`src/vread_cfg_pkg.sv`:
```
`default_nettype none

package vread_cfg_pkg;

   // buffer words with the ping-pong bank in the top bit
   localparam int unsigned BUF_ADDR_W = 10;
   localparam int unsigned PER_W      = 8;
   localparam int unsigned EXT_ADDR_W = 32;
   // beats minus one
   localparam int unsigned LEN_W      = 8;

   // generator counts lanes with up to four lanes per word
   localparam int unsigned GEN_ADDR_W = BUF_ADDR_W + 2;

   typedef struct packed {
      logic [GEN_ADDR_W-1:0] start;
      logic [PER_W-1:0]      per;
      logic [PER_W-1:0]      duty;
      logic [GEN_ADDR_W-1:0] incr;
      logic [GEN_ADDR_W-1:0] iter;
      logic [GEN_ADDR_W-1:0] shift;
      logic [GEN_ADDR_W-1:0] iter2;
      logic [GEN_ADDR_W-1:0] shift2;
   } gen_cfg_t;

   // generator addresses on the fetch side are buffer words
   typedef struct packed {
      logic                  enabled;
      logic [EXT_ADDR_W-1:0] ext_addr;
      logic [LEN_W-1:0]      length;
      gen_cfg_t              gen;
   } read_cfg_t;

   // generator addresses on the emit side are lanes
   typedef struct packed {
      gen_cfg_t gen;
   } out_cfg_t;

endpackage

`default_nettype wire

```
`src/vread_bus_pkg.sv`:
```
`default_nettype none

package vread_bus_pkg;

   import vread_cfg_pkg::*;

   localparam int unsigned BUS_DATA_W = 32;

   // addr and len hold for the whole burst
   typedef struct packed {
      logic                  valid;
      logic [EXT_ADDR_W-1:0] addr;
      logic [LEN_W-1:0]      len;
   } db_req_t;

   // ready doubles as the data strobe
   typedef struct packed {
      logic                  ready;
      logic [BUS_DATA_W-1:0] rdata;
      logic                  last;
   } db_rsp_t;

   typedef struct packed {
      logic                  we;
      logic [BUF_ADDR_W-1:0] addr;
      logic [BUS_DATA_W-1:0] data;
   } buf_wr_t;

   typedef struct packed {
      logic                  re;
      logic [BUF_ADDR_W-1:0] addr;
   } buf_rd_t;

endpackage

`default_nettype wire

```
`src/vread_addr_gen.sv`:
```
`timescale 1ns/1ps
`default_nettype none

module vread_addr_gen import vread_cfg_pkg::*; #(
   parameter int unsigned DELAY_W = 8
) (
   input  wire                   clk,
   input  wire                   rst,
   input  wire                   run_i,
   input  wire gen_cfg_t         cfg_i,
   input  wire [DELAY_W-1:0]     delay_i,
   input  wire                   ready_i,
   output logic                  valid_o,
   output logic [GEN_ADDR_W-1:0] addr_o,
   output logic                  done_o
);

   gen_cfg_t              cfg_q;
   logic [PER_W-1:0]      step_q;
   logic [GEN_ADDR_W-1:0] period_q;
   logic [GEN_ADDR_W-1:0] loop_q;
   logic [DELAY_W-1:0]    dly_q;
   logic [GEN_ADDR_W-1:0] addr_q;
   logic                  done_q;
   logic                  active;
   logic                  step_en;
   logic                  last_step;
   logic                  last_period;
   logic                  last_loop;

   assign active  = !done_q && (dly_q == '0);
   assign valid_o = active && (step_q < cfg_q.duty);
   // idle steps never wait for the consumer
   assign step_en = active && (!valid_o || ready_i);

   // a zero count behaves like one
   assign last_step   = (32'(step_q) + 32'd1) >= 32'(cfg_q.per);
   assign last_period = (32'(period_q) + 32'd1) >= 32'(cfg_q.iter);
   assign last_loop   = (32'(loop_q) + 32'd1) >= 32'(cfg_q.iter2);

   always_ff @(posedge clk or posedge rst) begin
      if (rst) begin
         step_q   <= '0;
         period_q <= '0;
         loop_q   <= '0;
         dly_q    <= '0;
         done_q   <= 1'b1;
      end else if (run_i) begin
         step_q   <= '0;
         period_q <= '0;
         loop_q   <= '0;
         dly_q    <= delay_i;
         done_q   <= 1'b0;
      end else if (dly_q != '0) begin
         dly_q <= dly_q - 1'b1;
      end else if (step_en) begin
         if (!last_step) begin
            step_q <= step_q + 1'b1;
         end else begin
            step_q <= '0;
            if (!last_period) begin
               period_q <= period_q + 1'b1;
            end else begin
               period_q <= '0;
               if (!last_loop) begin
                  loop_q <= loop_q + 1'b1;
               end else begin
                  done_q <= 1'b1;
               end
            end
         end
      end
   end

   // settings are sampled once per run
   always_ff @(posedge clk) begin
      if (run_i) begin
         cfg_q  <= cfg_i;
         addr_q <= cfg_i.start;
      end else if (step_en) begin
         if (!last_step) begin
            addr_q <= addr_q + cfg_q.incr;
         end else if (!last_period) begin
            addr_q <= addr_q + cfg_q.shift;
         end else begin
            addr_q <= addr_q + cfg_q.shift2;
         end
      end
   end

   assign addr_o = addr_q;
   assign done_o = done_q;

endmodule

`default_nettype wire

```
`src/vread_fetch.sv`:
```
`timescale 1ns/1ps
`default_nettype none

module vread_fetch import vread_cfg_pkg::*, vread_bus_pkg::*; (
   input  wire            clk,
   input  wire            rst,
   input  wire            run_i,
   input  wire            pingpong_i,
   input  wire read_cfg_t cfg_i,
   output db_req_t        db_req_o,
   input  wire db_rsp_t   db_rsp_i,
   output buf_wr_t        buf_wr_o,
   output logic           bank_o,
   output logic           done_o
);

   gen_cfg_t              gen_cfg;
   logic                  gen_valid;
   logic                  gen_ready;
   logic [GEN_ADDR_W-1:0] gen_addr;
   logic                  accept;
   logic [EXT_ADDR_W-1:0] ext_addr_q;
   logic [LEN_W-1:0]      len_q;
   logic                  bank_q;
   logic                  read_done_q;

   // single-level walk from word zero
   always_comb begin
      gen_cfg        = cfg_i.gen;
      gen_cfg.start  = '0;
      gen_cfg.iter2  = GEN_ADDR_W'(1);
      gen_cfg.shift2 = '0;
   end

   vread_addr_gen #(
      .DELAY_W(1)
   ) read_gen_i (
      .clk    (clk),
      .rst    (rst),
      .run_i  (run_i && cfg_i.enabled),
      .cfg_i  (gen_cfg),
      .delay_i(1'b0),
      .ready_i(gen_ready),
      .valid_o(gen_valid),
      .addr_o (gen_addr),
      .done_o ()
   );

   always_ff @(posedge clk or posedge rst) begin
      if (rst) begin
         bank_q      <= 1'b0;
         read_done_q <= 1'b1;
      end else if (run_i) begin
         bank_q      <= pingpong_i ? !bank_q : 1'b0;
         read_done_q <= !cfg_i.enabled;
      end else if (accept && db_rsp_i.last) begin
         read_done_q <= 1'b1;
      end
   end

   always_ff @(posedge clk) begin
      if (run_i) begin
         ext_addr_q <= cfg_i.ext_addr;
         len_q      <= cfg_i.length;
      end
   end

   // no address ready means no request, which stalls the bus
   assign gen_ready = db_rsp_i.ready && !read_done_q;
   assign accept    = db_req_o.valid && db_rsp_i.ready;

   always_comb begin
      db_req_o.valid = gen_valid && !read_done_q;
      db_req_o.addr  = ext_addr_q;
      db_req_o.len   = len_q;
   end

   // fetch fills the bank that emit is not reading
   always_comb begin
      buf_wr_o.we   = accept;
      buf_wr_o.addr = gen_addr[BUF_ADDR_W-1:0];
      buf_wr_o.data = db_rsp_i.rdata;
      if (pingpong_i) begin
         buf_wr_o.addr[BUF_ADDR_W-1] = !bank_q;
      end
   end

   assign bank_o = bank_q;
   assign done_o = read_done_q;

endmodule

`default_nettype wire

```
`config.mk`:
```
export PLATFORM = sky130hd
export DESIGN_NAME = vread_fetch
export DESIGN_NICKNAME = d
export VERILOG_FILES = /design/src/vread_cfg_pkg.sv /design/src/vread_bus_pkg.sv /design/src/vread_addr_gen.sv /design/src/vread_fetch.sv
export SDC_FILE = /design/constraint.sdc
export NUM_CORES = 1
export LEC_CHECK = 0
export BUFFER_PORTS_ARGS = -buffer_cell sky130_fd_sc_hd__buf_2
export CAP_MARGIN = 25
export CORE_AREA = 4 4 118 120
export CTS_BUF_LIST = sky130_fd_sc_hd__clkbuf_2 sky130_fd_sc_hd__clkbuf_4 sky130_fd_sc_hd__clkbuf_8
export DETAILED_ROUTE_END_ITERATION = 6
export DIE_AREA = 0 0 122 124
export GPL_ROUTABILITY_DRIVEN = 0
export PLACE_DENSITY = 0.86
export SLEW_MARGIN = 20
export SYNTH_ARGS = -nofsm -noshare
export SYNTH_HDL_FRONTEND = slang
export SYNTH_SLANG_ARGS = --single-unit
```
`constraint.sdc`:
```
create_clock -name clk -period 5.7 [get_ports clk]
set_input_delay 0.285 -clock clk [delete_from_list [all_inputs] [get_ports clk]]
set_output_delay 0.285 -clock clk [all_outputs]
set_load 0.005 [all_outputs]
```
# After elaboration in Yosys (flattened, before gate mapping)
# Index checks and enable logic that the tools add are counted.
[totals] register_bits=140 in_bits=167 word_cells=85
[op_classes] n_addsub=9 n_lt_le_gt_ge=4 eq_ne=3 muxes=29 n_bitwise=1 reduce_logical=24
[ops] cell="2-to-1 mux 12 bit" n=13
[ops] cell=">= comparator 32 x 1 -> 1 bit (second input constant)" n=1
[ops] cell=">= comparator 32 x 12 -> 1 bit" n=1
[ops] cell=">= comparator 32 x 8 -> 1 bit" n=1
[ops] cell="2-to-1 mux 8 bit" n=4
[ops] cell="adder 12 x 1 -> 13 bit (second input constant)" n=2
[ops] cell="adder 12 x 1 -> 12 bit (second input constant)" n=2
[ops] cell="adder 12 bit" n=2
[ops] cell="2-to-1 mux 1 bit" n=12
[ops] cell="AND reduction 5 bit" n=2
[ops] cell="nonzero test 2 bit" n=5
[ops] cell="adder 8 x 1 -> 9 bit (second input constant)" n=1
[ops] cell="adder 8 x 1 -> 8 bit (second input constant)" n=1
[ops] cell="logical AND 1 bit" n=8
[ops] cell="less-than comparator 8 bit" n=1
[ops] cell="logical NOT 1 bit" n=5
[ops] cell="inequality test 2 x 1 -> 1 bit (second input constant)" n=2
[ops] cell="AND reduction 2 bit" n=2
[ops] cell="AND reduction 3 bit" n=1
[ops] cell="inequality test 2 bit (second input constant)" n=1
[ops] cell="logical OR 1 bit" n=1
[ops] cell="inverter 1 bit" n=1
[ops] cell="subtractor 1 bit (second input constant)" n=1

# Longest topological paths before layout
[depth] depth_word=9 mapped_depth=20 depth_no_buf=19

# Cells and area by module
# A second synthesis with hierarchy kept.
[unflattened] cells_unflattened=670 hier_area_um2=8050.2
[modules_own_cells] module="vread_addr_gen" n_inst=1 cells_each=582 area_each_um2=6470.0 seq_area_each_um2=3494.6
[modules_own_cells] module="vread_fetch" n_inst=1 cells_each=88 area_each_um2=1580.3 seq_area_each_um2=1252.5

# Worst setup path before layout
# Ideal clock, no wire load.
[synth_timing] path_kind="register to register" from="register read_gen_i.step_q[0]" to="register read_gen_i.addr_q[9] (netlist: read_gen_i.addr_o[9])" setup_time_ns=0.082 t_arrival_ns=4.553 t_required_ns=5.618 setup_slack_ns=1.065 path_stages_with_launch=20 period_less_slack_ns=4.635 path_cell_list="dfrtp_1 ha_1 and3_1 and3_4 xor2_1 ha_1 a21oi_1 a21boi_0 a311oi_2 nand2_2 buf_1 mux2_2 ha_1 a211oi_1 nor2_1 o221a_2 o41ai_1 nand3_1 or4_1 o2111ai_1"
[synth_via] elab_chain_cells=6 word_cells_on_any_way=10
[synth_lines] element="start: declaration" line="vread_addr_gen.sv:19" text="logic [PER_W-1:0] step_q;"
[synth_lines] element="start signal: assignment" line="vread_addr_gen.sv:58" text="step_q <= step_q + 1'b1;"
[synth_lines] element="branches (longest 6 deep; another with >= comparator 32 x 8 -> 1 bit)"
[synth_lines] element="end signal: assignment" line="vread_addr_gen.sv:79" text="addr_q <= cfg_i.start;"
[synth_lines] element="end signal: assignment" line="vread_addr_gen.sv:82" text="addr_q <= addr_q + cfg_q.incr;"
[synth_lines] element="end signal: assignment" line="vread_addr_gen.sv:84" text="addr_q <= addr_q + cfg_q.shift;"
[synth_lines] element="end: declaration" line="vread_addr_gen.sv:23" text="logic [GEN_ADDR_W-1:0] addr_q;"
# Parallel ways; which one is timed is not known.
# A chain may end at the register's enable or synchronous reset.

# Worst setup path after layout
# Same ends and word-level chain as after synthesis.

==> results_dict.tcl <==
set metrics [dict create \
    fmax_mhz 188 \
    h-tree-depth 4 \
    dieArea_sq_um 15100 \
    clock_tree.buffer_depth 2 \
    highest_layer "met4" \
    tns_ns 0 \
    p_leak_nw 3.61 \
    synth.avg_cell_area_sq_um 11.8 \
    cts_tree "built" \
    yosysSeqAreaShare 0.575 \
    slowest_delay_ns 0.64 \
    fin_crit_sh 0.935 \
    dp_hpwl_mm 11.7 \
    ys_ff_latch 133 \
    cp_max_fo 18 \
    postCtsSetupBuffers 0 \
    synth-main-ff-cell "edfxtp_1" \
    synthMuxAreaShare 0.0265 \
    worstPathArrival_ns 5.68 \
    ctsResizeCount 0 \
    n_antenna_cell 0 \
    tightest_slew_ns 0.958 \
    synthCells 550 \
    fin_util 0.626 \
    synth_cell_types 54 \
    core_area_sq_um 13000 \
    final_layout_size_suffix_gt1_frac 0.274 \
    hold_violations 0 \
    synth-edff-count 88 \
    required_ns 6.06 \
    outcome "complete, no violations" \
    ctsRootBufferMaster "clkbuf_8" \
    drcViolationCount 0 \
    port_buffers 148 \
    place_ws_ns 0.467 \
    clk_transition_reported_paths_ns 0.08 \
    cap_violations 0 \
    cts_made_buffers 17 \
    setup_ws_ns 0.372 \
    final_common_cell "buf_2" \
    grt_remaining_overflow 0 \
    wl_per_cell_um 18.2 \
    wl_mm 16.6 \
    finalMaxSlewViolations 0 \
    die_w_um 122 \
    start_util 0.499 \
    grt_pass1_vias 5110 \
    synth_fa_ha_area_frac 0.0804 \
    final_cell_mix "buf_2, edfxtp_1, dlygate4sd3_1" \
    pin_count 253 \
    synth_top_family_by_area "simple AND/OR/NAND/NOR gates" \
    setup_viol 0 \
    area_delta_synth_final_pct 25.6 \
    rows 42 \
    synth.cell_area_sq_um 6470 \
    crit_top_cell "ha_1" \
    power.density_nw_per_um2 292 \
    nets 932 \
    drt_iter0_drc 489 \
    yosysWarningCount 0 \
    end_kind "register" \
    start_kind "register" \
    antenna_found_initial 0 \
    async_flop_share 0.263 \
    ant_nets 0 \
    via_per_inst 5.45 \
    grt_use_total 0.216 \
    grt_max_degree 49 \
    stdcell_area_sq_um 8130 \
    crit_chain "ha_1, and3_1, and3_4, xor2_1, ha_1, a21oi_1, a21boi_0, a311oi_2, nand2_2, mux2_2, ha_1, a211oi_1, nor2_1, o221a_2, o41ai_1, nand3_1, or4_1, o2111ai_1" \
    cts.sinks 133 \
    crit_slowest_cell "o41ai_1" \
    ir_drop_v 0.000244 \
    die_y_um 124 \
    critPathKind "register to register" \
    wirelength_met1_mm 6.34 \
    synthesis.nets 758 \
    wl_met3_mm 1.66 \
    synth-xor-area-share 0.0352 \
    max-slew-margin-rel 0.359 \
    place_area_sq_um 7100 \
    cts_hold_buf 49 \
    worstSkewPairLatency_ns 0.44 \
    route.met2.wl_mm 8.32 \
    dr.pass1.iters 6 \
    hold_class "primary input to register" \
    vias 4972 \
    synth_simple_gate_area_frac 0.118 \
    synth_compound_area_frac 0.0893 \
    grt_pass1_wl_mm 25.1 \
    rsz0062_at_grt "no" \
    fin_skew_ns 0.0138 \
    period_minus_slack_ns 5.33 \
]
cells in the mapped netlist (6+ instances only):
library cell / instances / area (sq um)
xor2_1: 10 / 87.6
nand3_1: 33 / 165
dfxtp_1: 10 / 200
dfrtp_1: 33 / 826
mux2i_1: 7 / 70.1
clkbuf_1: 7 / 26.3
nor3_1: 11 / 55.1
nand2_1: 34 / 128
buf_4: 42 / 315
a21oi_1: 33 / 165
a211oi_1: 6 / 45.0
ha_1: 40 / 500
mux2_2: 9 / 101
o21ai_0: 19 / 95.1
and2_1: 11 / 68.8
nor2_1: 32 / 120
inv_1: 33 / 124
edfxtp_1: 88 / 2640
xnor2_1: 16 / 140
per-layer routing:
layer	global-route usage	vias to the layer above
met5	0	-
met4	0.0917	0
met3	0.0686	33
met2	0.379	288
met1	0.242	2358
li1	-	2293
critical path: cells and delay by family, from the launching register on:
family / cells / cell delay, ns
mux: 1 / 0.41
flops: 1 / 0.44
simple gates: 6 / 1.44
fa+ha+maj: 3 / 0.92
xor+xnor: 1 / 0.15
compound gates: 7 / 1.86
kinds of logic after synthesis:
kind of cell               after synthesis
adders and majority gates               41
muxes                                   16
AOI/OAI and AO/OA                       92
and+or+nand+nor                        155
buffers and inverters                   87
DFF                                    133
xor gates and xnor gates                26
final timing paths:
path	slack [ns]	startpoint	to	cells past startpoint
min in group asynchronous	0.50	rst	read_gen_i.step_q[7]$_DFFE_PP0P_	4
min reg2reg	0.51	read_gen_i.done_o$_DFFE_PP1P_	read_gen_i.done_o$_DFFE_PP1P_	2
max reg2reg	0.37	read_gen_i.step_q[0]$_DFFE_PP0P_	read_gen_i.addr_o[9]$_SDFFE_PP0P_	18
min	0.03	cfg_i[26]	read_gen_i.cfg_q[26]$_DFFE_PP_	1
max in group asynchronous	4.85	rst	done_o$_DFFE_PP1P_	4
max	0.37	read_gen_i.step_q[0]$_DFFE_PP0P_	read_gen_i.addr_o[9]$_SDFFE_PP0P_	18
final cells by class:
| type | instances | area (sq um) |
|---|---|---|
| inverter | 33 | 124 |
| multi-input combinational | 330 | 2260 |
| timing repair buffer | 209 | 1340 |
| clock inverter | 10 | 179 |
| clock buffer | 22 | 278 |
| tap | 176 | 220 |
| sequential | 133 | 3720 |
| fill | 975 | 4850 |
flip-flops by register name, summed over array words and instances, names as in the netlist:
name	cells
read_gen_i.step_q	8
read_gen_i.period_q	12
read_gen_i.done_o	1
read_gen_i.addr_o	10
done_o	1
read_gen_i.cfg_q	48
len_q	8
ext_addr_q	32
bank_o	1
read_gen_i.loop_q	12
metrics by stage:
stage,std cells,hold WS (ns),power [mW]
after global placement,824,0.421,1.43
final,913,0.0271,2.37
after CTS,905,0.0000976,2.38
after global routing,913,-0.00773,2.48
after floorplan,550,0.378,1.35
after detailed placement,824,0.423,1.45
report_power, final:
group | total (mW) | switching, mW | internal (mW)
clock network | 0.906 | 0.355 | 0.550
logic | 0.328 | 0.168 | 0.161
registers | 1.14 | 0.0348 | 1.10
Power figures use the tool's default switching activity.
