### src/vread_cfg_pkg.sv
`default_nettype none

package vread_cfg_pkg;

   // buffer words with the ping-pong bank in the top bit
   localparam int unsigned BUF_ADDR_W = 10;
   localparam int unsigned PER_W      = 8;
   localparam int unsigned EXT_ADDR_W = 32;
   // beats minus one
   localparam int unsigned LEN_W      = 8;

   // generator counts lanes with up to four lanes per word
   localparam int unsigned GEN_ADDR_W = BUF_ADDR_W + 2;

   typedef struct packed {
      logic [GEN_ADDR_W-1:0] start;
      logic [PER_W-1:0]      per;
      logic [PER_W-1:0]      duty;
      logic [GEN_ADDR_W-1:0] incr;
      logic [GEN_ADDR_W-1:0] iter;
      logic [GEN_ADDR_W-1:0] shift;
      logic [GEN_ADDR_W-1:0] iter2;
      logic [GEN_ADDR_W-1:0] shift2;
   } gen_cfg_t;

   // generator addresses on the fetch side are buffer words
   typedef struct packed {
      logic                  enabled;
      logic [EXT_ADDR_W-1:0] ext_addr;
      logic [LEN_W-1:0]      length;
      gen_cfg_t              gen;
   } read_cfg_t;

   // generator addresses on the emit side are lanes
   typedef struct packed {
      gen_cfg_t gen;
   } out_cfg_t;

endpackage

`default_nettype wire

### src/vread_bus_pkg.sv
`default_nettype none

package vread_bus_pkg;

   import vread_cfg_pkg::*;

   localparam int unsigned BUS_DATA_W = 32;

   // addr and len hold for the whole burst
   typedef struct packed {
      logic                  valid;
      logic [EXT_ADDR_W-1:0] addr;
      logic [LEN_W-1:0]      len;
   } db_req_t;

   // ready doubles as the data strobe
   typedef struct packed {
      logic                  ready;
      logic [BUS_DATA_W-1:0] rdata;
      logic                  last;
   } db_rsp_t;

   typedef struct packed {
      logic                  we;
      logic [BUF_ADDR_W-1:0] addr;
      logic [BUS_DATA_W-1:0] data;
   } buf_wr_t;

   typedef struct packed {
      logic                  re;
      logic [BUF_ADDR_W-1:0] addr;
   } buf_rd_t;

endpackage

`default_nettype wire

### src/vread_addr_gen.sv
`timescale 1ns/1ps
`default_nettype none

module vread_addr_gen import vread_cfg_pkg::*; #(
   parameter int unsigned DELAY_W = 8
) (
   input  wire                   clk,
   input  wire                   rst,
   input  wire                   run_i,
   input  wire gen_cfg_t         cfg_i,
   input  wire [DELAY_W-1:0]     delay_i,
   input  wire                   ready_i,
   output logic                  valid_o,
   output logic [GEN_ADDR_W-1:0] addr_o,
   output logic                  done_o
);

   gen_cfg_t              cfg_q;
   logic [PER_W-1:0]      step_q;
   logic [GEN_ADDR_W-1:0] period_q;
   logic [GEN_ADDR_W-1:0] loop_q;
   logic [DELAY_W-1:0]    dly_q;
   logic [GEN_ADDR_W-1:0] addr_q;
   logic                  done_q;
   logic                  active;
   logic                  step_en;
   logic                  last_step;
   logic                  last_period;
   logic                  last_loop;

   assign active  = !done_q && (dly_q == '0);
   assign valid_o = active && (step_q < cfg_q.duty);
   // idle steps never wait for the consumer
   assign step_en = active && (!valid_o || ready_i);

   // a zero count behaves like one
   assign last_step   = (32'(step_q) + 32'd1) >= 32'(cfg_q.per);
   assign last_period = (32'(period_q) + 32'd1) >= 32'(cfg_q.iter);
   assign last_loop   = (32'(loop_q) + 32'd1) >= 32'(cfg_q.iter2);

   always_ff @(posedge clk or posedge rst) begin
      if (rst) begin
         step_q   <= '0;
         period_q <= '0;
         loop_q   <= '0;
         dly_q    <= '0;
         done_q   <= 1'b1;
      end else if (run_i) begin
         step_q   <= '0;
         period_q <= '0;
         loop_q   <= '0;
         dly_q    <= delay_i;
         done_q   <= 1'b0;
      end else if (dly_q != '0) begin
         dly_q <= dly_q - 1'b1;
      end else if (step_en) begin
         if (!last_step) begin
            step_q <= step_q + 1'b1;
         end else begin
            step_q <= '0;
            if (!last_period) begin
               period_q <= period_q + 1'b1;
            end else begin
               period_q <= '0;
               if (!last_loop) begin
                  loop_q <= loop_q + 1'b1;
               end else begin
                  done_q <= 1'b1;
               end
            end
         end
      end
   end

   // settings are sampled once per run
   always_ff @(posedge clk) begin
      if (run_i) begin
         cfg_q  <= cfg_i;
         addr_q <= cfg_i.start;
      end else if (step_en) begin
         if (!last_step) begin
            addr_q <= addr_q + cfg_q.incr;
         end else if (!last_period) begin
            addr_q <= addr_q + cfg_q.shift;
         end else begin
            addr_q <= addr_q + cfg_q.shift2;
         end
      end
   end

   assign addr_o = addr_q;
   assign done_o = done_q;

endmodule

`default_nettype wire

### src/vread_emit.sv
`timescale 1ns/1ps
`default_nettype none

module vread_emit import vread_cfg_pkg::*, vread_bus_pkg::*; #(
   parameter int unsigned DATA_W  = 8,
   parameter int unsigned DELAY_W = 8
) (
   input  wire                   clk,
   input  wire                   rst,
   input  wire                   run_i,
   input  wire                   pingpong_i,
   input  wire                   bank_i,
   input  wire out_cfg_t         cfg_i,
   input  wire [DELAY_W-1:0]     delay_i,
   output buf_rd_t               buf_rd_o,
   input  wire [BUS_DATA_W-1:0]  rdata_i,
   output logic [DATA_W-1:0]     data_o,
   output logic                  data_valid_o,
   output logic                  done_o
);

   localparam int unsigned LANES     = BUS_DATA_W / DATA_W;
   localparam int unsigned LANE_BITS = $clog2(LANES);
   localparam int unsigned SEL_W     = (LANE_BITS > 0) ? LANE_BITS : 1;

   logic                  gen_valid;
   logic [GEN_ADDR_W-1:0] gen_addr;
   logic                  gen_done;
   logic [GEN_ADDR_W-1:0] word_addr;
   logic [SEL_W-1:0]      sel_d;
   logic [SEL_W-1:0]      sel_q;
   logic                  valid_q;
   logic                  done_q;

   vread_addr_gen #(
      .DELAY_W(DELAY_W)
   ) out_gen_i (
      .clk    (clk),
      .rst    (rst),
      .run_i  (run_i),
      .cfg_i  (cfg_i.gen),
      .delay_i(delay_i),
      .ready_i(1'b1),
      .valid_o(gen_valid),
      .addr_o (gen_addr),
      .done_o (gen_done)
   );

   // low bits pick the lane with the lsb lane first
   assign word_addr = gen_addr >> LANE_BITS;
   assign sel_d     = (LANE_BITS == 0) ? '0 : gen_addr[SEL_W-1:0];

   always_comb begin
      buf_rd_o.re   = gen_valid;
      buf_rd_o.addr = word_addr[BUF_ADDR_W-1:0];
      if (pingpong_i) begin
         buf_rd_o.addr[BUF_ADDR_W-1] = bank_i;
      end
   end

   always_ff @(posedge clk) begin
      sel_q <= sel_d;
   end

   // done trails the generator so the last word is already out
   always_ff @(posedge clk or posedge rst) begin
      if (rst) begin
         valid_q <= 1'b0;
         done_q  <= 1'b1;
      end else begin
         valid_q <= gen_valid;
         done_q  <= run_i ? 1'b0 : gen_done;
      end
   end

   assign data_o       = rdata_i[sel_q*DATA_W +: DATA_W];
   assign data_valid_o = valid_q;
   assign done_o       = done_q;

endmodule

`default_nettype wire

### config.mk
export PLATFORM = sky130hd
export DESIGN_NAME = vread_emit
export DESIGN_NICKNAME = d
export VERILOG_FILES = /design/src/vread_cfg_pkg.sv /design/src/vread_bus_pkg.sv /design/src/vread_addr_gen.sv /design/src/vread_emit.sv
export SDC_FILE = /design/constraint.sdc
export NUM_CORES = 1
export LEC_CHECK = 0
export BUFFER_PORTS_ARGS = -buffer_cell sky130_fd_sc_hd__buf_2
export CORE_MARGIN = 1
export CORE_UTILIZATION = 40
export DETAILED_ROUTE_END_ITERATION = 10
export GPL_TIMING_DRIVEN = 0
export PLACE_DENSITY = 0.72
export SETUP_SLACK_MARGIN = 0.15
export SLEW_MARGIN = 20
export SYNTH_ARGS = -nofsm -noshare
export SYNTH_HDL_FRONTEND = slang
export SYNTH_SLANG_ARGS = --single-unit
### constraint.sdc
create_clock -name clk -period 5 [get_ports clk]
set_clock_uncertainty 0.1 [all_clocks]
set_input_delay 0.25 -clock clk [delete_from_list [all_inputs] [get_ports clk]]
set_output_delay 0.25 -clock clk [all_outputs]
set_load 0.05 [all_outputs]
======== After elaboration in Yosys (flattened, before gate mapping) ========
Index checks and enable logic that the tools add are counted.
Widths: inputs -> output; s select.
word-level totals
  output and inout bits ................... 21
  register bits after elaboration ......... 133
cells by class
  equal/unequal tests ..................... 2
  shift operators ......................... 1
  order comparisons ....................... 4
  reduce and logical (&&, ||, !) cells .... 14
  add/subtract/negate cells ............... 10
  muxes and demuxes ....................... 29
operators with widths
  kind                   count
  $mux 12                15
  $ge 32x12->1           2
  $mux 8                 6
  $add 12x12->12         3
  $ge 32x8->1            1
  $shiftx 32x6->8        1
  $add 12x1->13 const B  2
  $add 12x1->12 const B  2
  $reduce_and 5->1       2
  $reduce_bool 2->1      5
  $add 8x1->9 const B    1
  $add 8x1->8 const B    1
  $logic_not 8->1        1
  $lt 8x8->1             1
  $mux 1                 8
  $reduce_bool 8->1      1
  $sub 8x1->8 const B    1
  $ne 2x2->1 const B     2
  $reduce_and 3->1       1
  $logic_and 1x1->1      2
  $reduce_and 2->1       1
  $logic_not 1->1        1

======== Logic depth before layout (Yosys ltp) ========
Gate-level depths: netlist (run 1).
  word-level depth ........................ 8
  depth in mapped cells ................... 24
  depth with buffers taken out ............ 23

======== Hierarchy ========
From an unflattened synthesis (run 1), not the netlist that was laid out.
second synthesis, totals
  cells, all modules ...................... 635
  area total of the unflattened synthesis .. 7345.8 um^2
modules (own cells, without submodules)
  module          area each (um^2)  times used  cells an instance
  vread_addr_gen  7025.5            1           616
  vread_emit      320.3             1           19

======== Worst setup path before layout (run 1) ========
No wires, ideal clock.
  kind .................................... register to register
  from .................................... register out_gen_i.period_q[0]
  to ...................................... register out_gen_i.addr_q[10], in the netlist out_gen_i.addr_o[10] (data pin)
  setup time .............................. 267 ps
  setup slack ............................. -166 ps
  data required time ...................... 4633 ps
  clock period less this slack ............ 5166 ps
  path buffers ............................ 1
  cell stages (with the launch flop) ...... 25
  arrival time ............................ 4799 ps
  cells stage by stage .................... dfrtp_1 ha_1 nand3_2 nor2_2 nand2_1 nor2_1 xor2_1 ha_1 o21ai_0 nor2_1 a311o_1 a211oi_4 buf_2 mux2i_1 a21oi_1 ha_1 fa_1 a21o_1 a21oi_1 o21bai_1 a21oi_1 o21ai_0 a31oi_1 xor2_1 o21ai_0
between the ends
  cells in the longest elaborated chain, start to end .. 6
ends and longest elaborated chain
  element                 RTL line              RTL
  from (decl)             vread_addr_gen.sv:20  logic [GEN_ADDR_W-1:0] period_q;
  from (signal assigned)  vread_addr_gen.sv:62  period_q <= period_q + 1'b1;
  $add 12x1->13           vread_addr_gen.sv:38  assign last_period = (32'(period_q) + 32'd1) >= 32'(cfg_q.iter);
  $ge 32x12->1            vread_addr_gen.sv:38
  $mux 12                 vread_addr_gen.sv:83  end else if (!last_period) begin
  $mux 12                 vread_addr_gen.sv:81  if (!last_step) begin
  $mux 12                 vread_addr_gen.sv:80  end else if (step_en) begin
  $mux 12                 vread_addr_gen.sv:77  if (run_i) begin
  to (signal assigned)    vread_addr_gen.sv:79  addr_q <= cfg_i.start;
  to (signal assigned)    vread_addr_gen.sv:82  addr_q <= addr_q + cfg_q.incr;
  to (signal assigned)    vread_addr_gen.sv:84  addr_q <= addr_q + cfg_q.shift;
  to (decl)               vread_addr_gen.sv:23  logic [GEN_ADDR_W-1:0] addr_q;
No other way between the ends. The select of a mux whose other input is x is not followed.
A chain may end at the register's enable or synchronous reset.

======== Worst setup path after layout (run 1) ========
  from .................................... register out_gen_i.period_q[0]
  to ...................................... register out_gen_i.addr_q[11], in the netlist out_gen_i.addr_o[11] (data pin)
Same word-level chain as after synthesis.

==> run summary, run 1 <==
* completed — run status
* 136 um — die extent in y
* 0.853 — Final GP Congestion
* 0 — count of final hold-check violations
* 52.8 ps — Setup WS post-layout
* 0.00317 W — Power Total
* 17 — number of buffers created by CTS
* yes — TritonCTS clock tree
* 0 — remaining antenna violation count
* 0 — final setup fails
* 311 mW/mm2 — P per Cell Area
* out_gen_i.addr_o[11]$_DFFE_PP_ — end of the critical path
* 133 — TritonCTS sink count
* 0.0185 mm2 — DIE AREA
* 5674 — via count of the first global-routing pass
* sky130_fd_sc_hd__dfrtp_2 — master of the slowest instance on the critical path
* 813 — syn_nets
* 202 MHz — maximum frequency from static timing analysis
* 1104 — total number of nets in the final design
* 154 — Top Ports
* 624 — number of cells produced by synthesis
* register — crit path capture type
* 0.224 mV — worst supply voltage drop on vdd
* 153 — number of buffers inserted by port buffering
* 0 — total overflow reported by the global router
* 4950 ps — Period minus WS final
* 4.67 nW — cell leakage power
* 0.584 — final core utilization
* 4 — drt first pass iters
* 0.370 — max_slew headroom
* -556 ps — worst slack, placed
* 17.0 mm — total wire length after detailed routing
* 0.323 — share of flip-flops with an asynchronous set or reset after synthesis
* out_gen_i.period_q[0]$_DFFE_PP0P_ — Crit Reg-Reg Startpoint
* 5010 ps — Crit path arrival time
* 4.94 — routed via count divided by cell count
* 2 — Max clock buf depth
* 5060 ps — critical path data required time
* 4 — H-Tree Depth
* 88 — number of enable-type register cells in the synthesized netlist
* cfg_i[79] — Hold Crit Start
* 0 — maxcap violations
* 60 ps — CTS clk-pin slew, worst paths
* 0 — number of warnings printed during yosys synthesis
* nand3_4 -> nor2_4 -> nand3_4 -> inv_2 -> and3_4 -> xnor2_4 -> ha_4 -> a211oi_2 -> nor2_1 -> a311o_1 -> a211oi_4 -> buf_6 -> buf_6 -> mux2i_4 -> a21oi_2 -> ha_1 -> a211oi_2 -> nor2_2 -> o211ai_1 -> a21oi_2 -> nor2_1 -> a21oi_1 -> xnor2_1 -> mux2_4 — ordered list of cells on the worst path
* 0 — Slew Limit Fails
* sky130_fd_sc_hd__clkbuf_16 — CTS root buffer
* register to register — Setup CP Type
* register — startpoint type of the worst setup path
* 0.00719 mm2 — cell area after synthesis
* 136 um — die outline width
* 0.187 — GRT Util Overall
* 50 ps — R2R setup slack
* 0.523 — share of synthesized area occupied by flip-flops and latches
* 133 — post-synthesis sequential element count
* 450 ps — Slowest Stage Delay on Critical Path
* 11.1 mm — half-perimeter wire length after placement
* 0.413 — initial standard-cell utilization of the core
* 24 — Worst Reg-to-Reg Cells
* 11.5 um2 — Syn Area/Cell
* 0 — DRC violations left
* 5698 — vias after detailed routing
* 0.0174 mm2 — Placeable Area
* out_gen_i.period_q[0]$_DFFE_PP0P_ — timing startpoint of the critical path
* 48 — pin count of the biggest net entering global routing
* 0.327 — share of cells above drive strength 1
* out_gen_i.addr_o[11]$_DFFE_PP_ — reg2reg end
* yes — unrepaired setup endpoints after global routing
* 26.5 mm — wire length of the first global-routing pass
* 64 — Distinct cells, synth
* 5 — maximum net fanout on the critical path
* sky130_fd_sc_hd__edfxtp_1 — Primary FF master, synth
* 41.4% — Layout Area Growth over Synthesis
* 48 — number of placement rows
* input pin to register — worst hold-check path type
* 938 ps — slew at the pin with the worst max-slew slack
* 220 — number of DRC violations after detailed-routing iteration 0
* 14.8 um — post-DR wirelength/cell
* 0.989 — Tcrit/Tclk final
* 0 — number of antenna violations at the first check in global routing
* 420 ps — Clock Latency Late Sink
* 0 — number of antenna repair diodes
cell usage after synthesis (3+ instances only):
cell | n | area (um2)
sky130_fd_sc_hd__o21ai_1 | 7 | 35.0
sky130_fd_sc_hd__o31ai_1 | 10 | 75.1
sky130_fd_sc_hd__o41ai_1 | 3 | 26.3
sky130_fd_sc_hd__a31o_2 | 3 | 26.3
sky130_fd_sc_hd__o21ai_0 | 25 | 125
sky130_fd_sc_hd__nand4_1 | 4 | 25.0
sky130_fd_sc_hd__nand2_1 | 47 | 176
sky130_fd_sc_hd__a21o_1 | 11 | 82.6
sky130_fd_sc_hd__nand2b_1 | 9 | 56.3
sky130_fd_sc_hd__nand3_1 | 19 | 95.1
sky130_fd_sc_hd__nor2_1 | 39 | 146
sky130_fd_sc_hd__buf_2 | 3 | 15.0
sky130_fd_sc_hd__nor3_1 | 8 | 40.0
sky130_fd_sc_hd__dfrtp_1 | 41 | 1030
sky130_fd_sc_hd__buf_4 | 11 | 82.6
sky130_fd_sc_hd__mux2i_1 | 13 | 130
sky130_fd_sc_hd__mux2_2 | 5 | 56.3
sky130_fd_sc_hd__a22o_1 | 7 | 61.3
sky130_fd_sc_hd__inv_1 | 49 | 184
sky130_fd_sc_hd__or2_2 | 3 | 18.8
sky130_fd_sc_hd__mux4_2 | 8 | 180
sky130_fd_sc_hd__xor2_1 | 15 | 131
sky130_fd_sc_hd__xnor2_1 | 27 | 236
sky130_fd_sc_hd__and3_1 | 5 | 31.3
sky130_fd_sc_hd__or3_1 | 8 | 50.1
sky130_fd_sc_hd__inv_2 | 3 | 11.3
sky130_fd_sc_hd__ha_1 | 55 | 688
sky130_fd_sc_hd__clkbuf_1 | 12 | 45.0
sky130_fd_sc_hd__a211oi_1 | 3 | 22.5
sky130_fd_sc_hd__nor2b_1 | 4 | 25.0
sky130_fd_sc_hd__edfxtp_1 | 88 | 2640
sky130_fd_sc_hd__a21oi_1 | 39 | 195
state kept, by name, indices dropped and copies added, names as in the netlist:
signal and count:
data_valid_o 1, done_o 1, out_gen_i.addr_o 12, out_gen_i.cfg_q 76, out_gen_i.dly_q 8, out_gen_i.done_o 1, out_gen_i.loop_q 12, out_gen_i.period_q 12
out_gen_i.step_q 8, sel_q 2
metrics by stage:
stage	area (um2)	setup TNS [ps]	hold slack [ps]	std cells
CTS	9920	0	5.18	1134
detailed placement	8350	-2250	222	1004
floorplan	7250	0	249	624
global placement	8300	-1740	282	1002
finish	10200	0	29.3	1153
global route	10200	-615	7.04	1153
power breakdown:
part	switching, W	leakage [nW]	internal (W)
clock network	0.000511	0.270	0.000695
logic	0.000338	2.95	0.000300
registers	0.0000487	1.45	0.00128
total	0.000897	4.67	0.00227
worst min-delay path by stage:
stage	cells past startpoint	end	slack [ps]
2_1_floorplan	0	out_gen_i.cfg_q[0]$_DFFE_PP_	250
3_3_place_gp	0	sel_q[0]$_DFF_P_	280
3_5_place_dp	2	data_valid_o$_DFF_PP0_	220
4_1_cts	3	out_gen_i.addr_o[6]$_DFFE_PP_	5
5_1_grt	3	out_gen_i.addr_o[3]$_DFFE_PP_	7
6_report	3	out_gen_i.addr_o[3]$_DFFE_PP_	30
kinds of logic after synthesis:
| family | count (synthesis) | synth area share |
|---|---|---|
| AND/OR/NAND/NOR | 161 | 0.112 |
| flip-flops | 133 | 0.523 |
| AO/OA/AOI/OAI | 125 | 0.115 |
| buffers and inverters | 80 | 0.0482 |
| adder cells (fa/ha/maj) | 56 | 0.0985 |
| XOR/XNOR | 42 | 0.0511 |
| multiplexers | 27 | 0.0525 |
worst max-delay path, delay by kind of cell (launching register included):
kind / cells / cell delay, ps
compound gates: 8 / 1650
xor+xnor: 2 / 270
simple gates: 7 / 810
buf+inv: 3 / 360
mux: 2 / 480
flops: 1 / 450
fa+ha+maj: 2 / 580
metal layers:
layer  track usage  vias up  part of all wire
met4        0.0586        0             0.012
li1              -     2844                 -
met2         0.321      137              0.51
met3        0.0444       16             0.043
met1         0.230     2701              0.43
met5             0        -                 0
area by class of cell:
type / count / area [um2]
repair buffers: 272 / 1910
flip-flops and latches: 133 / 3760
clock buffers: 17 / 425
fillers: 1427 / 7240
inverters: 53 / 200
plain buffers: 27 / 156
multi-input cells: 411 / 3290
clock inverters: 15 / 146
well taps: 225 / 282
layout by cell type (no fill, tap or decap), types with 8 or more instances in the layout:
| master | n |
|---|---|
| sky130_fd_sc_hd__buf_2 | 154 |
| sky130_fd_sc_hd__edfxtp_1 | 88 |
| sky130_fd_sc_hd__dlygate4sd3_1 | 85 |
| sky130_fd_sc_hd__ha_1 | 52 |
| sky130_fd_sc_hd__inv_1 | 47 |
| sky130_fd_sc_hd__nand2_1 | 45 |
| sky130_fd_sc_hd__buf_4 | 43 |
| sky130_fd_sc_hd__dfrtp_1 | 38 |
| sky130_fd_sc_hd__nor2_1 | 36 |
| sky130_fd_sc_hd__a21oi_1 | 33 |
| sky130_fd_sc_hd__xnor2_1 | 25 |
| sky130_fd_sc_hd__o21ai_0 | 17 |
| sky130_fd_sc_hd__clkbuf_16 | 17 |
| sky130_fd_sc_hd__nand3_1 | 16 |
| sky130_fd_sc_hd__o21ai_1 | 15 |
| sky130_fd_sc_hd__xor2_1 | 15 |
| sky130_fd_sc_hd__a21o_1 | 11 |
| sky130_fd_sc_hd__mux2i_1 | 11 |
| sky130_fd_sc_hd__nand2b_1 | 9 |
| sky130_fd_sc_hd__clkbuf_1 | 9 |
| sky130_fd_sc_hd__o31ai_1 | 9 |
| sky130_fd_sc_hd__or3_1 | 8 |
| sky130_fd_sc_hd__mux4_2 | 8 |
what timing repair did:
item	CTS	global route
endpoints found under the hold margin	105	0
pin swaps	10	32
cloned	0	0
setup endpoints to repair	8	6
resized for setup	14	30
setup buffers	13	19
hold buffers	85	0
No activity file was read; power rests on OpenSTA's default activity.
==> inputs of run 2 (changes only) <==
CORE_UTILIZATION = 45   (was 40)
PLACE_DENSITY = 0.79   (was 0.72)
==> run summary, run 2 (synthesized netlist as in run 1, its figures left out) <==
* 4 — maximum net fanout on the critical path
* 0.00833 mm2 — Placed Area
* 0.466 — initial standard-cell utilization of the core
* 420 ps — Clock Latency Late Sink
* sky130_fd_sc_hd__clkbuf_16 — CTS root buffer
* 0 — final setup fails
* 128 um — die extent in y
* 0.992 — Tcrit/Tclk final
* 45 — number of placement rows
* 0 — total overflow reported by the global router
* 0 — count of final hold-check violations
* yes — unrepaired setup endpoints after global routing
* 34.9 ps — worst hold slack
* 0 — number of antenna repair diodes
* 15.9 um — post-DR wirelength/cell
* 0.326 — share of cells above drive strength 1
* out_gen_i.cfg_q — most flop-heavy register
* 153 — number of buffers inserted by port buffering
* 0.0154 mm2 — Placeable Area
* sky130_fd_sc_hd__dfrtp_2 — master of the slowest instance on the critical path
* 6084 — via count of the first global-routing pass
* 4 — H-Tree Depth
* 18.1 mm — total wire length after detailed routing
* 7 — drt first pass iters
* 11.3 mm — half-perimeter wire length after placement
* 202 MHz — maximum frequency from static timing analysis
* 0 — Slew Limit Fails
* ha_4 -> nand3_4 -> nor2_4 -> nand2_2 -> nor2_4 -> xor2_2 -> ha_1 -> o21ai_1 -> nor2_1 -> a311o_1 -> a211oi_4 -> buf_6 -> buf_4 -> mux2i_4 -> a21oi_4 -> ha_4 -> a211oi_2 -> nor2_2 -> o211ai_1 -> a21oi_2 -> nor2_1 -> a21oi_1 -> xnor2_1 -> mux2_2 — ordered list of cells on the worst path
* 5070 ps — critical path data required time
* sky130_fd_sc_hd__buf_2 — most common cell after layout, fill and taps aside
* 0 — maxcap violations
* 1103 — total number of nets in the final design
* out_gen_i.addr_o[11]$_DFFE_PP_ — reg2reg end
* 0 — remaining antenna violation count
* completed — run status
* input pin to register — worst hold-check path type
* 2 — CP bufs+invs
* 0 — DRC violations left
* 0.661 — final core utilization
* 5030 ps — Crit path arrival time
* 60 ps — CTS clk-pin slew, worst paths
* 24 — Worst Reg-to-Reg Cells
* 0.0165 mm2 — DIE AREA
* 320 mW/mm2 — P per Cell Area
* register — crit path capture type
* 28.2 mm — wire length of the first global-routing pass
* 950 ps — slew at the pin with the worst max-slew slack
* 128 um — die outline width
* 0.253 mV — worst supply voltage drop on vdd
* 4960 ps — Period minus WS final
* 4.69 nW — cell leakage power
* out_gen_i.period_q[1]$_DFFE_PP0P_ — Crit Reg-Reg Startpoint
* out_gen_i.period_q[1]$_DFFE_PP0P_ — timing startpoint of the critical path
* 0.810 — Final GP Congestion
* 5.14 — routed via count divided by cell count
* 2 — Max clock buf depth
* 420 ps — Slowest Stage Delay on Critical Path
* 154 — Top Ports
* 17 — number of buffers created by CTS
* 41.8% — Layout Area Growth over Synthesis
* 372 — number of DRC violations after detailed-routing iteration 0
* 76 — flip-flop count of the largest register after layout
* out_gen_i.addr_o[11]$_DFFE_PP_ — end of the critical path
* 24 — number of cells on the critical path
* 0.0102 mm2 — cell area after layout
* register to register — Setup CP Type
* 155 x sky130_fd_sc_hd__buf_2, 88 x sky130_fd_sc_hd__edfxtp_1, 87 x sky130_fd_sc_hd__dlygate4sd3_1 — leading cell types in the layout, fill and taps excluded
* 5851 — vias after detailed routing
* 0.362 — max_slew headroom
* compound AO/OA/AOI/OAI gates — gate family responsible for the most delay along the worst path
* 42 — pin count of the biggest net entering global routing
* 0.223 — GRT Util Overall
* register — startpoint type of the worst setup path
* yes — TritonCTS clock tree
* 133 — TritonCTS sink count
* 0.00326 W — Power Total
* 1137 — fill count
* 40 ps — R2R setup slack
* 0 — number of antenna violations at the first check in global routing
## run 2: cell count changes in the layout (fill, tap and decap cells not counted), sizes merged
cell / delta
buf: -2
dlygate4sd3: +2
bufinv: +2
clkbuf: +1
inv: -2
clkinv: -2
## run 2: final cells by class
class	count	area (um2)	area share
tap	211	264	0.0259
clock inverter	13	174	0.0171
sequential	133	3770	0.369
buffer	27	156	0.0153
inverter	53	200	0.0196
multi-input combinational	411	3300	0.323
clock buffer	19	433	0.0424
timing repair buffer	271	1910	0.187
## run 2: how the worst min path moves through the flow
stage / from / to / slack, ps / cells after the start
floorplan: cfg_i[0] / out_gen_i.cfg_q[0]$_DFFE_PP_ / 250 / 0
global placement: out_gen_i.addr_o[0]$_DFFE_PP_ / sel_q[0]$_DFF_P_ / 270 / 0
detailed placement: rst / out_gen_i.period_q[11]$_DFFE_PP0P_ / 220 / 2
CTS: cfg_i[80] / out_gen_i.addr_o[4]$_DFFE_PP_ / 10 / 3
global route: cfg_i[87] / out_gen_i.addr_o[11]$_DFFE_PP_ / 20 / 2
finish: cfg_i[87] / out_gen_i.addr_o[11]$_DFFE_PP_ / 30 / 2
## run 2: power by group
group	switching, W	internal, W
logic	0.000348	0.000307
registers	0.0000509	0.00128
clock network	0.000492	0.000791
total	0.000891	0.00237
## run 2: timing repair
action / in CTS / in global routing
pin swaps: 14 / 26
hold buffers: 87 / 0
endpoints found under the setup margin: 8 / 7
resized for setup: 16 / 28
buffers inserted: 15 / 14
hold endpoints to repair: 106 / 0
## run 2: worst reg2reg max path, stage by stage, from the launching register on
cell	delay (ps)
sky130_fd_sc_hd__dfrtp_2	420
sky130_fd_sc_hd__ha_4	180
sky130_fd_sc_hd__nand3_4	100
sky130_fd_sc_hd__nor2_4	180
sky130_fd_sc_hd__nand2_2	100
sky130_fd_sc_hd__nor2_4	150
sky130_fd_sc_hd__xor2_2	150
sky130_fd_sc_hd__ha_1	260
sky130_fd_sc_hd__o21ai_1	140
sky130_fd_sc_hd__nor2_1	50
sky130_fd_sc_hd__a311o_1	360
sky130_fd_sc_hd__a211oi_4	290
sky130_fd_sc_hd__buf_6	170
sky130_fd_sc_hd__buf_4	130
sky130_fd_sc_hd__mux2i_4	260
sky130_fd_sc_hd__a21oi_4	100
sky130_fd_sc_hd__ha_4	260
sky130_fd_sc_hd__a211oi_2	240
sky130_fd_sc_hd__nor2_2	90
sky130_fd_sc_hd__o211ai_1	290
sky130_fd_sc_hd__a21oi_2	110
sky130_fd_sc_hd__nor2_1	110
sky130_fd_sc_hd__a21oi_1	90
sky130_fd_sc_hd__xnor2_1	120
sky130_fd_sc_hd__mux2_2	260
## run 2: per-layer routing
layer	track usage	routed length, um	up-vias
met5	0	0	-
li1	-	-	2838
met3	0.0590	742	37
met4	0.0761	342	0
met2	0.398	9660	165
met1	0.258	7320	2811
## run 2: through the flow
stage	setup TNS, ps	worst slack (ps)	cells
after floorplan	0	175	624
after global placement	-2060	-499	988
after detailed placement	-2580	-596	990
after CTS	0	143	1124
after global routing	-900	-222	1138
final	0	39.0	1138
==> inputs of run 3 (changes only) <==
SETUP_SLACK_MARGIN = 0.3   (was 0.15)
==> run summary, run 3 (synthesized netlist as in run 1, its figures left out) <==
* completed — run status
* 154 — Top Ports
* out_gen_i.addr_o[11]$_DFFE_PP_ — end of the critical path
* 0.00326 mm2 — Multi-input gate area
* 76 — flip-flop count of the largest register after layout
* 6155 — via count of the first global-routing pass
* 978 ps — slew at the pin with the worst max-slew slack
* 4 — drt first pass iters
* 0.466 — initial standard-cell utilization of the core
* 369 — number of DRC violations after detailed-routing iteration 0
* 4.72 nW — cell leakage power
* 0.343 — max_slew headroom
* 4780 ps — Period minus WS final
* input pin to register — worst hold-check path type
* 0 — DRC violations left
* 209 MHz — maximum frequency from static timing analysis
* 5.10 — routed via count divided by cell count
* 60 ps — CTS clk-pin slew, worst paths
* 0.223 — GRT Util Overall
* 430 ps — Clock Latency Late Sink
* 220 ps — R2R setup slack
* sky130_fd_sc_hd__clkbuf_16 — CTS root buffer
* 128 um — die extent in y
* register — startpoint type of the worst setup path
* sky130_fd_sc_hd__buf_2 — most common cell after layout, fill and taps aside
* 0.325 — share of cells above drive strength 1
* 0 — number of antenna violations at the first check in global routing
* 1109 — total number of nets in the final design
* 4 — H-Tree Depth
* yes — unrepaired setup endpoints after global routing
* 420 ps — Slowest Stage Delay on Critical Path
* 133 — TritonCTS sink count
* 154 x sky130_fd_sc_hd__buf_2, 88 x sky130_fd_sc_hd__edfxtp_1, 85 x sky130_fd_sc_hd__dlygate4sd3_1 — leading cell types in the layout, fill and taps excluded
* 2 — Max clock buf depth
* out_gen_i.period_q[0]$_DFFE_PP0P_ — timing startpoint of the critical path
* 25 — Worst Reg-to-Reg Cells
* 17.6 mm — total wire length after detailed routing
* 0.662 — final core utilization
* 0.0165 mm2 — DIE AREA
* 0 — number of antenna repair diodes
* -493 ps — worst slack, placed
* out_gen_i.period_q[0]$_DFFE_PP0P_ — Crit Reg-Reg Startpoint
* 0 — remaining antenna violation count
* 4 — maximum net fanout on the critical path
* 18.0 ps — worst hold slack
* 0.807 — Final GP Congestion
* yes — TritonCTS clock tree
* 45 — number of placement rows
* 0.00377 mm2 — register area
* out_gen_i.addr_o[11]$_DFFE_PP_ — reg2reg end
* 321 mW/mm2 — P per Cell Area
* 0.00833 mm2 — Placed Area
* 0.956 — Tcrit/Tclk final
* out_gen_i.cfg_q — most flop-heavy register
* 0 — count of final hold-check violations
* sky130_fd_sc_hd__dfrtp_2 — master of the slowest instance on the critical path
* 0 — total overflow reported by the global router
* 4850 ps — Crit path arrival time
* 0 — maxcap violations
* 0.0154 mm2 — Placeable Area
* 0.279 mV — worst supply voltage drop on vdd
* 128 um — die outline width
* 153 — number of buffers inserted by port buffering
* 15.4 um — post-DR wirelength/cell
* 28.4 mm — wire length of the first global-routing pass
* 5831 — vias after detailed routing
* 221 ps — Setup WS post-layout
* 0 — final setup fails
* 0.0102 mm2 — cell area after layout
* register to register — Setup CP Type
* 11.4 mm — half-perimeter wire length after placement
* 0 — Slew Limit Fails
* 41 — pin count of the biggest net entering global routing
* register — crit path capture type
* 42.0% — Layout Area Growth over Synthesis
* 1194 — fill count
* 5070 ps — critical path data required time
* 17 — number of buffers created by CTS
run 3: cell types whose count changed in the layout (fill, tap and decap cells not counted), moves of 2 or more:
| cell | delta |
|---|---|
| sky130_fd_sc_hd__buf_4 | +9 |
| sky130_fd_sc_hd__inv_6 | -3 |
| sky130_fd_sc_hd__dlygate4sd3_1 | -2 |
| sky130_fd_sc_hd__o21ai_1 | +2 |
| sky130_fd_sc_hd__o21ai_2 | -2 |
| sky130_fd_sc_hd__xnor2_2 | -2 |
run 3: layout make-up:
class                   instances  share of cell area
flip-flops and latches        133               0.369
multi-input cells             411               0.319
repair buffers                277               0.190
clock buffers                  22              0.0466
well taps                     211              0.0259
inverters                      53              0.0196
plain buffers                  27              0.0156
clock inverters                10              0.0146
run 3: timing repair:
action,4_1_cts,5_1_grt
gates resized for setup,25,9
pin swaps,27,22
buffers inserted,26,11
hold buffers,85,0
endpoints found under the hold margin,99,0
endpoints found under the setup margin,8,7
run 3: worst min path at each step:
| stage | from | endpoint | slack [ps] | depth (start not counted) |
|---|---|---|---|---|
| floorplan | cfg_i[0] | out_gen_i.cfg_q[0]$_DFFE_PP_ | 250 | 0 |
| global placement | out_gen_i.addr_o[0]$_DFFE_PP_ | sel_q[0]$_DFF_P_ | 270 | 0 |
| detailed placement | rst | out_gen_i.period_q[10]$_DFFE_PP0P_ | 190 | 2 |
| CTS | cfg_i[85] | out_gen_i.addr_o[9]$_DFFE_PP_ | 3 | 3 |
| global route | cfg_i[85] | out_gen_i.addr_o[9]$_DFFE_PP_ | 10 | 3 |
| finish | cfg_i[79] | out_gen_i.addr_o[3]$_DFFE_PP_ | 20 | 3 |
run 3: per-stage QoR:
| step | setup TNS (ps) | power (W) | cells |
|---|---|---|---|
| 3_3_place_gp | -1550 | 0.00186 | 988 |
| 2_1_floorplan | 0 | 0.00172 | 624 |
| 3_5_place_dp | -2060 | 0.00188 | 990 |
| 5_1_grt | -134 | 0.00340 | 1144 |
| 4_1_cts | 0 | 0.00326 | 1133 |
| 6_report | 0 | 0.00328 | 1144 |
run 3: power breakdown:
part	internal [W]	switching (W)
registers	0.00128	0.0000502
logic	0.000297	0.000337
clock network	0.000831	0.000488
run 3: worst max-delay path: cells and delay by family, from the launching register on:
| kind | cells | cell delay, ps |
|---|---|---|
| xor+xnor | 2 | 280 |
| buf+inv | 3 | 420 |
| fa+ha+maj | 3 | 630 |
| compound gates | 8 | 1490 |
| flops | 1 | 420 |
| simple gates | 7 | 730 |
| mux | 2 | 450 |
run 3: per-layer routing:
layer / wire length (um) / vias up / global-route usage
li1: - / 2845 / -
met1: 7280 / 2807 / 0.254
met2: 9250 / 155 / 0.408
met3: 793 / 24 / 0.0541
met4: 232 / 0 / 0.0761
met5: 0 / - / 0
